File: config.mk
export PLATFORM = sky130hd
export DESIGN_NAME = wfe_top
export DESIGN_NICKNAME = d
export VERILOG_FILES = /design/src/rtl/wfe_pkg.sv /design/src/rtl/window_ctrl.sv /design/src/rtl/zero_cross_counter.sv /design/src/rtl/amplitude_stats.sv /design/src/rtl/ratio_divider.sv /design/src/rtl/feature_sequencer.sv /design/src/rtl/wfe_top.sv
export VERILOG_INCLUDE_DIRS = /design/src /design/src/rtl
export SDC_FILE = /design/constraint.sdc
export NUM_CORES = 1
export LEC_CHECK = 0
export ABC_AREA = 1
export ABC_CLOCK_PERIOD_IN_PS = 6700
export BUFFER_PORTS_ARGS = -buffer_cell sky130_fd_sc_hd__buf_2
export CORE_MARGIN = 2
export CORE_UTILIZATION = 39
export DETAILED_ROUTE_END_ITERATION = 8
export HOLD_SLACK_MARGIN = 0.05
export SKIP_CTS_REPAIR_TIMING = 1
export SYNTH_ARGS = -nofsm -noshare
export SYNTH_HDL_FRONTEND = slang
export SYNTH_SLANG_ARGS = --single-unit
File: constraint.sdc
create_clock -name clk -period 6.7 [get_ports clk]
set_clock_uncertainty 0.05 [all_clocks]
set_input_delay 1.675 -clock clk [delete_from_list [all_inputs] [get_ports clk]]
set_output_delay 1.675 -clock clk [all_outputs]
set_load 0.02 [all_outputs]
File: src/rtl/wfe_config.svh
`ifndef WFE_CONFIG_SVH
`define WFE_CONFIG_SVH

// ==================================================
// sample stream and window
// ==================================================
`define WFE_DATA_WIDTH   11
`define WFE_WINDOW_LOG2  10                      // 1024 samples per window
`define WFE_CNT_WIDTH    (`WFE_WINDOW_LOG2 + 1)

// ==================================================
// arithmetic widths
// ==================================================
`define WFE_ACC_WIDTH    32
`define WFE_FEAT_WIDTH   16
`define WFE_DIV_WIDTH    24                      // also the divider latency in cycles
`define WFE_ZCR_SHIFT    6

`endif

File: src/rtl/wfe_pkg.sv
`include "wfe_config.svh"
`default_nettype none

package wfe_pkg;

    // raw input sample, two's complement
    typedef logic signed [`WFE_DATA_WIDTH-1:0] sample_t;

    // window sums
    typedef logic signed [`WFE_ACC_WIDTH-1:0]  acc_t;

    // published features
    typedef logic        [`WFE_FEAT_WIDTH-1:0] feature_t;
    typedef logic signed [`WFE_FEAT_WIDTH-1:0] sfeature_t;

    // divider dividend and raw quotient
    typedef logic        [`WFE_DIV_WIDTH-1:0]  div_t;

endpackage

`default_nettype wire

File: src/rtl/window_ctrl.sv
`include "wfe_config.svh"
`default_nettype none

module window_ctrl (
    input  logic clk,
    input  logic rst_n,
    input  logic signal_valid,
    input  logic done,
    output logic sample_take,
    output logic window_last,
    output logic busy
);

    localparam logic [`WFE_CNT_WIDTH-1:0] LAST_IDX = (1 << `WFE_WINDOW_LOG2) - 1;

    logic [`WFE_CNT_WIDTH-1:0] sample_cnt;   // samples taken in the open window

    // samples offered during the compute phase are simply dropped
    assign sample_take = signal_valid && !busy;
    assign window_last = sample_take && (sample_cnt == LAST_IDX);

    always_ff @(posedge clk or negedge rst_n) begin
        if (!rst_n) begin
            sample_cnt <= '0;
        end else if (sample_take) begin
            if (window_last) begin
                sample_cnt <= '0;
            end else begin
                sample_cnt <= sample_cnt + 1'b1;
            end
        end
    end

    // busy covers the whole compute phase
    always_ff @(posedge clk or negedge rst_n) begin
        if (!rst_n) begin
            busy <= 1'b0;
        end else if (window_last) begin
            busy <= 1'b1;
        end else if (done) begin
            busy <= 1'b0;
        end
    end

    // the sequencer may only finish a window that has been closed here
    a_done_only_busy: assert property (@(posedge clk) disable iff (!rst_n)
        done |-> busy);

endmodule

`default_nettype wire

File: src/rtl/zero_cross_counter.sv
`include "wfe_config.svh"
`default_nettype none

module zero_cross_counter
    import wfe_pkg::*;
(
    input  logic     clk,
    input  logic     rst_n,
    input  sample_t  signal_in,
    input  logic     sample_take,
    input  logic     window_last,
    output feature_t crossings
);

    logic                      prev_sign;   // sign bit of the last accepted sample
    logic                      have_prev;   // low until a window has its first sample
    logic                      cross_now;
    logic [`WFE_CNT_WIDTH-1:0] cross_cnt;
    logic [`WFE_CNT_WIDTH-1:0] cross_total;

    // zero counts as non-negative, so only the sign bit matters
    assign cross_now   = have_prev && (prev_sign != signal_in[`WFE_DATA_WIDTH-1]);
    assign cross_total = cross_cnt + cross_now;

    always_ff @(posedge clk or negedge rst_n) begin
        if (!rst_n) begin
            prev_sign <= 1'b0;
            have_prev <= 1'b0;
            cross_cnt <= '0;
            crossings <= '0;
        end else if (sample_take) begin
            if (window_last) begin
                // scaled count, top bits drop off
                crossings <= feature_t'(cross_total) << `WFE_ZCR_SHIFT;
                cross_cnt <= '0;
                have_prev <= 1'b0;            // next window starts with no pair
            end else begin
                cross_cnt <= cross_total;
                have_prev <= 1'b1;
            end
            prev_sign <= signal_in[`WFE_DATA_WIDTH-1];
        end
    end

endmodule

`default_nettype wire

File: src/rtl/amplitude_stats.sv
`include "wfe_config.svh"
`default_nettype none

module amplitude_stats
    import wfe_pkg::*;
(
    input  logic    clk,
    input  logic    rst_n,
    input  sample_t signal_in,
    input  logic    sample_take,
    input  logic    window_last,
    output sample_t peak_max,
    output sample_t peak_min,
    output acc_t    sum_abs,
    output acc_t    sum_square,
    output acc_t    sum_signal,
    output logic    stats_ready
);

    localparam int W = `WFE_DATA_WIDTH;

    localparam sample_t MOST_POS = {1'b0, {(W-1){1'b1}}};
    localparam sample_t MOST_NEG = {1'b1, {(W-1){1'b0}}};

    sample_t                run_max, run_min;
    acc_t                   acc_abs, acc_sq, acc_sum;
    logic signed [W:0]      wide_in;       // one extra bit so -1024 negates cleanly
    logic        [W:0]      mag;
    logic signed [2*W-1:0]  square;
    sample_t                max_next, min_next;
    acc_t                   abs_next, sq_next, sum_next;

    // ==================================================
    // running values including the current sample
    // ==================================================
    always_comb begin
        wide_in  = signal_in;
        mag      = wide_in[W] ? -wide_in : wide_in;
        square   = signal_in * signal_in;
        max_next = (signal_in > run_max) ? signal_in : run_max;
        min_next = (signal_in < run_min) ? signal_in : run_min;
        abs_next = acc_abs + acc_t'(mag);
        sq_next  = acc_sq + square;
        sum_next = acc_sum + signal_in;
    end

    always_ff @(posedge clk or negedge rst_n) begin
        if (!rst_n) begin
            run_max     <= MOST_NEG;
            run_min     <= MOST_POS;
            acc_abs     <= '0;
            acc_sq      <= '0;
            acc_sum     <= '0;
            stats_ready <= 1'b0;
        end else begin
            stats_ready <= sample_take && window_last;
            if (sample_take && window_last) begin
                // reseed for the next window
                run_max <= MOST_NEG;
                run_min <= MOST_POS;
                acc_abs <= '0;
                acc_sq  <= '0;
                acc_sum <= '0;
            end else if (sample_take) begin
                run_max <= max_next;
                run_min <= min_next;
                acc_abs <= abs_next;
                acc_sq  <= sq_next;
                acc_sum <= sum_next;
            end
        end
    end

    // ==================================================
    // window totals, stable until the next window closes
    // ==================================================
    always_ff @(posedge clk) begin
        if (sample_take && window_last) begin
            peak_max   <= max_next;
            peak_min   <= min_next;
            sum_abs    <= abs_next;
            sum_square <= sq_next;
            sum_signal <= sum_next;
        end
    end

endmodule

`default_nettype wire

File: src/rtl/ratio_divider.sv
`include "wfe_config.svh"
`default_nettype none

module ratio_divider
    import wfe_pkg::*;
(
    input  logic     clk,
    input  logic     rst_n,
    input  logic     div_start,
    input  div_t     dividend,
    input  feature_t divisor,
    output feature_t quotient,
    output logic     div_done
);

    localparam int DW = `WFE_DIV_WIDTH;
    localparam int FW = `WFE_FEAT_WIDTH;
    localparam int CW = $clog2(DW);

    logic          running;
    logic [CW-1:0] steps_left;
    div_t          quo_q, quo_src, quo_next;     // dividend shifts out, quotient in
    feature_t      rem_q, rem_src, rem_next;
    feature_t      dsr_q, dsr_src;
    logic [FW:0]   shifted;
    logic [FW+1:0] trial;

    // ==================================================
    // one restoring step per cycle
    // ==================================================
    always_comb begin
        // the first step runs on the inputs in the start cycle
        if (running) begin
            quo_src = quo_q;
            rem_src = rem_q;
            dsr_src = dsr_q;
        end else begin
            quo_src = dividend;
            rem_src = '0;
            dsr_src = divisor;
        end
        shifted = {rem_src, quo_src[DW-1]};
        trial   = {1'b0, shifted} - {2'b00, dsr_src};
        if (trial[FW+1]) begin
            rem_next = shifted[FW-1:0];          // went negative, restore
        end else begin
            rem_next = trial[FW-1:0];
        end
        quo_next = {quo_src[DW-2:0], ~trial[FW+1]};
    end

    always_ff @(posedge clk or negedge rst_n) begin
        if (!rst_n) begin
            running    <= 1'b0;
            steps_left <= '0;
            div_done   <= 1'b0;
        end else begin
            div_done <= 1'b0;
            if (div_start) begin
                running    <= 1'b1;
                steps_left <= CW'(DW - 1);
            end else if (running) begin
                steps_left <= steps_left - 1'b1;
                if (steps_left == CW'(1)) begin
                    running  <= 1'b0;
                    div_done <= 1'b1;            // last quotient bit lands now
                end
            end
        end
    end

    always_ff @(posedge clk) begin
        if (div_start || running) begin
            quo_q <= quo_next;
            rem_q <= rem_next;
        end
        if (div_start) begin
            dsr_q <= divisor;
        end
    end

    // clip to full scale
    assign quotient = (|quo_q[DW-1:FW]) ? '1 : quo_q[FW-1:0];

    a_divisor_nonzero: assert property (@(posedge clk) disable iff (!rst_n)
        div_start |-> (divisor != '0));

    a_single_division: assert property (@(posedge clk) disable iff (!rst_n)
        div_start |-> !running);

endmodule

`default_nettype wire

File: src/rtl/feature_sequencer.sv
`include "wfe_config.svh"
`default_nettype none

module feature_sequencer
    import wfe_pkg::*;
(
    input  logic      clk,
    input  logic      rst_n,
    input  logic      stats_ready,
    input  sample_t   peak_max,
    input  sample_t   peak_min,
    input  acc_t      sum_abs,
    input  acc_t      sum_square,
    input  acc_t      sum_signal,
    input  feature_t  crossings,
    input  feature_t  quotient,
    input  logic      div_done,
    output logic      div_start,
    output div_t      dividend,
    output feature_t  divisor,
    output logic      done,
    output feature_t  zcr,
    output feature_t  crest_factor,
    output feature_t  form_factor,
    output feature_t  mean_square,
    output sfeature_t mean_value,
    output logic      features_valid
);

    localparam int FW = `WFE_FEAT_WIDTH;

    localparam logic [2:0] ST_IDLE    = 3'd0;
    localparam logic [2:0] ST_PREPARE = 3'd1;
    localparam logic [2:0] ST_CREST   = 3'd2;
    localparam logic [2:0] ST_FORM    = 3'd3;
    localparam logic [2:0] ST_PUBLISH = 3'd4;

    localparam feature_t CREST_DIV0 = 16'hFFFF;
    localparam feature_t FORM_DIV0  = 16'h0100;   // 1.0 in Q8.8

    logic [2:0] state;
    acc_t       ms_full, abs_full, sum_full;
    feature_t   p2p_q, ms_q, avg_q;
    sfeature_t  mean_q;
    feature_t   crest_q, form_q;
    logic       crest_go, crest_end, form_go, form_skip;

    // window means, divide by window length
    always_comb begin
        ms_full  = sum_square >> `WFE_WINDOW_LOG2;
        abs_full = sum_abs >> `WFE_WINDOW_LOG2;
        sum_full = sum_signal >>> `WFE_WINDOW_LOG2;
    end

    // ==================================================
    // divider launch
    // ==================================================
    assign crest_go  = (state == ST_PREPARE) && (ms_q != '0);
    assign crest_end = ((state == ST_PREPARE) && (ms_q == '0)) ||
                       ((state == ST_CREST) && div_done);
    assign form_go   = crest_end && (avg_q != '0);
    assign form_skip = crest_end && (avg_q == '0);

    assign div_start = crest_go || form_go;
    assign dividend  = crest_go ? div_t'({p2p_q, 8'h00}) : div_t'({ms_q, 8'h00});
    assign divisor   = crest_go ? ms_q : avg_q;

    // operands and ratios, only read inside the compute phase
    always_ff @(posedge clk) begin
        if ((state == ST_IDLE) && stats_ready) begin
            p2p_q  <= feature_t'(sfeature_t'(peak_max) - sfeature_t'(peak_min));
            ms_q   <= ms_full[FW-1:0];
            avg_q  <= abs_full[FW-1:0];
            mean_q <= sum_full[FW-1:0];
        end
        if ((state == ST_PREPARE) && (ms_q == '0)) begin
            crest_q <= CREST_DIV0;
        end else if ((state == ST_CREST) && div_done) begin
            crest_q <= quotient;
        end
        if (form_skip) begin
            form_q <= FORM_DIV0;
        end else if ((state == ST_FORM) && div_done) begin
            form_q <= quotient;
        end
    end

    // ==================================================
    // FSM and output registers
    // ==================================================
    always_ff @(posedge clk or negedge rst_n) begin
        if (!rst_n) begin
            state          <= ST_IDLE;
            done           <= 1'b0;
            features_valid <= 1'b0;
            zcr            <= '0;
            crest_factor   <= '0;
            form_factor    <= '0;
            mean_square    <= '0;
            mean_value     <= '0;
        end else begin
            done           <= 1'b0;
            features_valid <= 1'b0;
            case (state)
                ST_IDLE: begin
                    if (stats_ready) begin
                        state <= ST_PREPARE;
                    end
                end
                ST_PREPARE: begin
                    if (crest_go) begin
                        state <= ST_CREST;
                    end else begin
                        state <= form_go ? ST_FORM : ST_PUBLISH;
                    end
                end
                ST_CREST: begin
                    if (div_done) begin
                        state <= form_go ? ST_FORM : ST_PUBLISH;
                    end
                end
                ST_FORM: begin
                    if (div_done) begin
                        state <= ST_PUBLISH;
                    end
                end
                ST_PUBLISH: begin
                    zcr            <= crossings;
                    crest_factor   <= crest_q;
                    form_factor    <= form_q;
                    mean_square    <= ms_q;
                    mean_value     <= mean_q;
                    features_valid <= 1'b1;
                    done           <= 1'b1;  // releases busy
                    state          <= ST_IDLE;
                end
                default: state <= ST_IDLE;
            endcase
        end
    end

    // a new window can only close once the previous one is published
    a_ready_in_idle: assert property (@(posedge clk) disable iff (!rst_n)
        stats_ready |-> (state == ST_IDLE));

endmodule

`default_nettype wire

File: src/rtl/wfe_top.sv
`default_nettype none

module wfe_top
    import wfe_pkg::*;
(
    input  logic      clk,
    input  logic      rst_n,
    input  sample_t   signal_in,
    input  logic      signal_valid,
    output feature_t  zcr,
    output feature_t  crest_factor,
    output feature_t  form_factor,
    output sfeature_t mean_value,
    output feature_t  mean_square,
    output logic      features_valid,
    output logic      busy
);

    logic     sample_take;
    logic     window_last;
    logic     done;
    feature_t crossings;

    // window totals
    sample_t  peak_max, peak_min;
    acc_t     sum_abs, sum_square, sum_signal;
    logic     stats_ready;

    // shared divider
    logic     div_start, div_done;
    div_t     dividend;
    feature_t divisor, quotient;

    window_ctrl window_ctrl_i (
        .clk          (clk),
        .rst_n        (rst_n),
        .signal_valid (signal_valid),
        .done         (done),
        .sample_take  (sample_take),
        .window_last  (window_last),
        .busy         (busy)
    );

    zero_cross_counter zero_cross_counter_i (
        .clk         (clk),
        .rst_n       (rst_n),
        .signal_in   (signal_in),
        .sample_take (sample_take),
        .window_last (window_last),
        .crossings   (crossings)
    );

    amplitude_stats amplitude_stats_i (
        .clk         (clk),
        .rst_n       (rst_n),
        .signal_in   (signal_in),
        .sample_take (sample_take),
        .window_last (window_last),
        .peak_max    (peak_max),
        .peak_min    (peak_min),
        .sum_abs     (sum_abs),
        .sum_square  (sum_square),
        .sum_signal  (sum_signal),
        .stats_ready (stats_ready)
    );

    ratio_divider ratio_divider_i (
        .clk       (clk),
        .rst_n     (rst_n),
        .div_start (div_start),
        .dividend  (dividend),
        .divisor   (divisor),
        .quotient  (quotient),
        .div_done  (div_done)
    );

    feature_sequencer feature_sequencer_i (
        .clk            (clk),
        .rst_n          (rst_n),
        .stats_ready    (stats_ready),
        .peak_max       (peak_max),
        .peak_min       (peak_min),
        .sum_abs        (sum_abs),
        .sum_square     (sum_square),
        .sum_signal     (sum_signal),
        .crossings      (crossings),
        .quotient       (quotient),
        .div_done       (div_done),
        .div_start      (div_start),
        .dividend       (dividend),
        .divisor        (divisor),
        .done           (done),
        .zcr            (zcr),
        .crest_factor   (crest_factor),
        .form_factor    (form_factor),
        .mean_square    (mean_square),
        .mean_value     (mean_value),
        .features_valid (features_valid)
    );

endmodule

`default_nettype wire

* Word level (Yosys, flattened, before mapping) *
Cells that the tools add are included.

storage, ports and cells
  bits in registers = 491
  bits in latches = 0
  bits in writable memories = 0
  memory bits (read-only) = 0
  output and inout port bits = 82
  logic and storage cells = 125
  memories = 0

operators by class
  $add $sub $neg = 9
  multipliers = 1
  divide/modulo/power cells = 0
  order comparisons = 2
  equality and inequality tests = 10
  shift-type cells = 0
  multiplexer cells = 40
  bitwise logic cells = 1
  reductions and logical operators = 26

operator list
  operator               count
  $mux 32                6
  $mux 11                8
  $mux 16                5
  $mux 24                2
  $add 32x11->32         1
  $add 32x13->32         1
  $add 32x22->32         1
  $logic_not 16->1       2
  $reduce_bool 16->1     2
  $mul 11x11->22         1
  $sub 17x16->18         1
  $mux 3                 5
  $mux 12                1
  $neg 11->12            1
  $pmux 3 s4             1
  $sub 11x11->12         1
  $add 11x1->11          1
  $add 11x1->11 const B  1
  $eq 11x10->1 const B   1
  $gt 11x11->1           1
  $logic_and 1x1->1      11
  $lt 11x11->1           1
  $mux 1                 10
  $mux 5                 2
  15 further kinds       22

* Depth between registers and ports, before layout *
  depth after elaboration = 7
  gate-level depth with buffers = 26
  depth with buffers taken out = 25

* Modules after synthesis *
A second synthesis with hierarchy kept.

second synthesis, totals
  cells, all modules = 3889
  area total of the unflattened synthesis = 33310.7 µm²

by module, submodules not included
  module              instances  cells each  area an instance (µm²)
  amplitude_stats     1          2426        20149.3
  feature_sequencer   1          789         7383.3
  ratio_divider       1          451         4003.8
  zero_cross_counter  1          136         1097.3
  window_ctrl         1          87          676.9

* Worst setup path after synthesis *
No wires, ideal clock.

  path kind = input -> register
  start point = in signal_in[9]
  end point = reg amplitude_stats_i.sum_square[21], data pin
  setup time = 0.255 ns
  arrival time = 6.206 ns
  data required time = 6.395 ns
  path slack = 0.189 ns
  cell stages on the path = 22
  path through = clkbuf_1 -> clkbuf_1 -> nand2_1 -> fa_1 -> inv_1 -> fa_1 -> fa_1 -> fa_1 -> inv_1 -> fa_1 -> inv_1 -> ha_1 -> nand2_1 -> o21ai_0 -> nand2_1 -> nand2_1 -> inv_1 -> nand2_1 -> nand2_1 -> nand2_1 -> nand2_1 -> and2_1

between the ends
  word-level cells in the longest chain between the ends = 2

RTL lines
  item                                     RTL line               text
  from (decl)                              wfe_top.sv:8           input sample_t signal_in,
  $mul 11x11->22                           amplitude_stats.sv:39  square = signal_in * signal_in;
  $add 32x22->32                           amplitude_stats.sv:43  sq_next = acc_sq + square;
  named net amplitude_stats_i.sq_next[21]  amplitude_stats.sv:31  acc_t abs_next, sq_next, sum_next;
  to (signal assigned)                     amplitude_stats.sv:82  sum_square <= sq_next;
  to (decl)                                amplitude_stats.sv:15  output acc_t sum_square,

The timed path passes the listed nets, and every way through them passes these cells.
A chain may end at the register's enable or synchronous reset.

* Final worst setup path *
  start point = in signal_in[10]
  end point = reg amplitude_stats_i.sum_square[22], data pin

Same word-level chain as after synthesis.

==> qor.csv <==
metric;value;unit
slew_headroom;21.3;%
crit_family;adder cells;
synth_area_per_cell;8.77;um2
end_kind;register;
p_comb_share;44.0;%
start_kind;primary input;
finalHoldViolCount;0;
cts-root-buf;clkbuf_16;
final_cells;4312;
synth.top_cell.area_share;19.9;%
ys_types;59;
layout-drive-gt1-share;9.55;%
coreArea;71200;um2
antenna_found_initial;0;
async_flop_share;50.2;%
portBuffers;89;
grt_pass1_vias;20400;
synth_cells;3193;
hold_ws;362;ps
rows;98;
switching_share;37.9;%
period_needed;6150;ps
power_per_cell_area;318;nW/um2
drtIter0Drc;1338;
die-area;74000;um2
grt_overflow_total;0;
p_int;0.00622;W
min_path_type;reg2reg;
status;finished, final reports clean;
p_seq_share;29.3;%
hpwl;50400;um
crit_top_cell;fa_1;
fin_crit_sh;91.8;%
synth_top_area_cell;edfxtp_1;
r2r_start;amplitude_stats_i.acc_sq[7];
rsz0062_at_grt;no;
first_pass_iters;6;
layout_commonest_cell;nand2_1;
clock-sinks;438;
worstSetupStartpoint;signal_in[10];
clkSlewWorstSetupHoldPaths;60;ps
vias;20900;
routed_wl;67300;um
cpMaxStageDelayCell;fa_1;
slew_viol_final;0;
ys_seq_elements;438;
yosysSeqAreaShare;41.9;%
n_antenna_cell;0;
final_cell_mix;nand2_1, inv_1, dfrtp_1;
crit_chain;buf_2 -> nand2_1 -> fa_1 -> fa_1 -> inv_1 -> fa_1 -> fa_1 -> inv_1 -> fa_1 -> inv_1 -> ha_1 -> nand2_1 -> nor3_1 -> nand3_1 -> nand3_1 -> nand2_1 -> and2_1;
cts_tree;yes;
finalNetCount;3647;
die_h;272;um
grt_pass1_wl;109000;um
path_buf_inv;4;
syn_to_final_growth;12.3;%
netlist_area;28000;um2
p_switching;0.00379;W
grt_start_max_net_pins;114;
synth-edff-count;186;
clock_latency;600;ps
crit_fanout;14;
drc;0;
tns;0;ps
post_drt_wl_per_cell;15.6;um
top_level_ports;96;
path_class;in2reg;
required;7000;ps
max_stage_delay;750;ps
power_leakage;15.9;nW
die_x;272;um
grtUsageTotal;18.4;%
arrival;6450;ps
worstMarginPinSlew;1180;ps
pwr-share-clk;26.7;%
vias_per_cell;4.85;
synth.area.top_cells;edfxtp_1, dfrtp_1, nand2_1, fa_1, ha_1;
max_freq;163;MHz
antenna_left;0;
peakVddDrop;0.272;mV
numCtsBuffers;48;
drv_cap;0;
start_util;39.3;%
synth_ff_type;dfrtp_1;
utilization;44.1;%
htree_levels;2;
placed_cell_area;29900;um2
cts_buffer_depth;3;
synth_warnings;0;
design_area;31500;um2
place.gp.congestion;0.878;
setup_viol;0;
dp.cells;4222;
nFillCells;6974;
hold_start;amplitude_stats_i.sum_signal[15];
Yosys cell counts (7+ instances only):
library cell	n
inv_2	8
xnor2_1	35
o21ai_1	23
a21o_1	10
nor3_2	7
buf_4	10
mux2i_1	14
o21ai_2	7
edfxtp_1	186
nand3_1	154
nand3b_1	8
nor3_1	25
o22ai_1	9
nand4_1	42
nand2_1	866
nand2_2	12
fa_1	143
o211ai_1	32
dfxtp_1	32
buf_2	19
inv_1	537
and2_1	36
dfrtp_1	209
a21oi_1	122
nor2_1	116
xor2_1	52
ha_1	168
a22o_1	9
dfstp_2	11
clkbuf_1	51
o21ai_0	167
layout make-up:
class | count | area (um2) | area share (%)
Inverter | 546 | 2050 | 6.53
Timing Repair Buffer | 165 | 1060 | 3.38
Tap cell | 950 | 1190 | 3.78
Clock buffer | 65 | 1330 | 4.22
Sequential cell | 438 | 11700 | 37.3
Multi-Input combinational cell | 2123 | 13800 | 43.9
Clock inverter | 25 | 268 | 0.851
sequential cells by signal, indices dropped and copies added (netlist names), 24 cells and up:
register,cells
amplitude_stats_i.acc_sum,26
amplitude_stats_i.acc_sq,26
ratio_divider_i.quo_q,24
amplitude_stats_i.acc_abs,26
routing by layer:
layer | GRT usage, % | routed length (um) | vias up | part of all wire (%)
met5 | 0 | 0 | - | 0
met4 | 4.27 | 1260 | 0 | 1.9
met3 | 2.01 | 2750 | 78 | 4.1
met2 | 30.1 | 30900 | 386 | 46
met1 | 26.3 | 32400 | 9989 | 48
li1 | - | - | 10400 | -
power groups by stage:
stage | Combinational (W) | Sequential (W) | Clock (W)
after global routing | 0.00497 | 0.00293 | 0.00284
after floorplan | 0.00298 | 0.00299 | 0
after CTS | 0.00441 | 0.00293 | 0.00275
after global placement | 0.00434 | 0.00299 | 0
after detailed placement | 0.00439 | 0.00299 | 0
final | 0.00441 | 0.00293 | 0.00267
through the flow:
step / setup WS, ps / total power (W)
2_1_floorplan: 189 / 0.00596
3_3_place_gp: 33.5 / 0.00733
3_5_place_dp: -77.4 / 0.00737
4_1_cts: 576 / 0.0101
5_1_grt: 244 / 0.0107
6_report: 551 / 0.0100
cell families (layout without fill, tap and decap cells):
logic type	Yosys count	count (layout)	synth area share, %
AOI/OAI and AO/OA	402	402	8.08
xor gates and xnor gates	92	92	3.01
adders and majority gates	311	311	17.7
buffers and inverters	638	801	8.95
DFF	438	438	41.9
muxes	14	14	0.500
other	1	7	0.0134
and+or+nand+nor	1297	1297	19.8
final timing paths:
check                                                      to  depth (start not counted)  slack (ps)
hold / removal                  feature_sequencer_i.mean_q[5]                          0         360
max in group asynchronous        amplitude_stats_i.acc_sq[22]                          2        4290
setup reg to reg                 amplitude_stats_i.acc_sq[10]                         16        1890
hold reg to reg                 feature_sequencer_i.mean_q[5]                          0         360
min in group asynchronous  feature_sequencer_i.form_factor[7]                          1        1100
setup / recovery             amplitude_stats_i.sum_square[22]                         17         550
No activity file was read; power rests on OpenSTA's default activity.
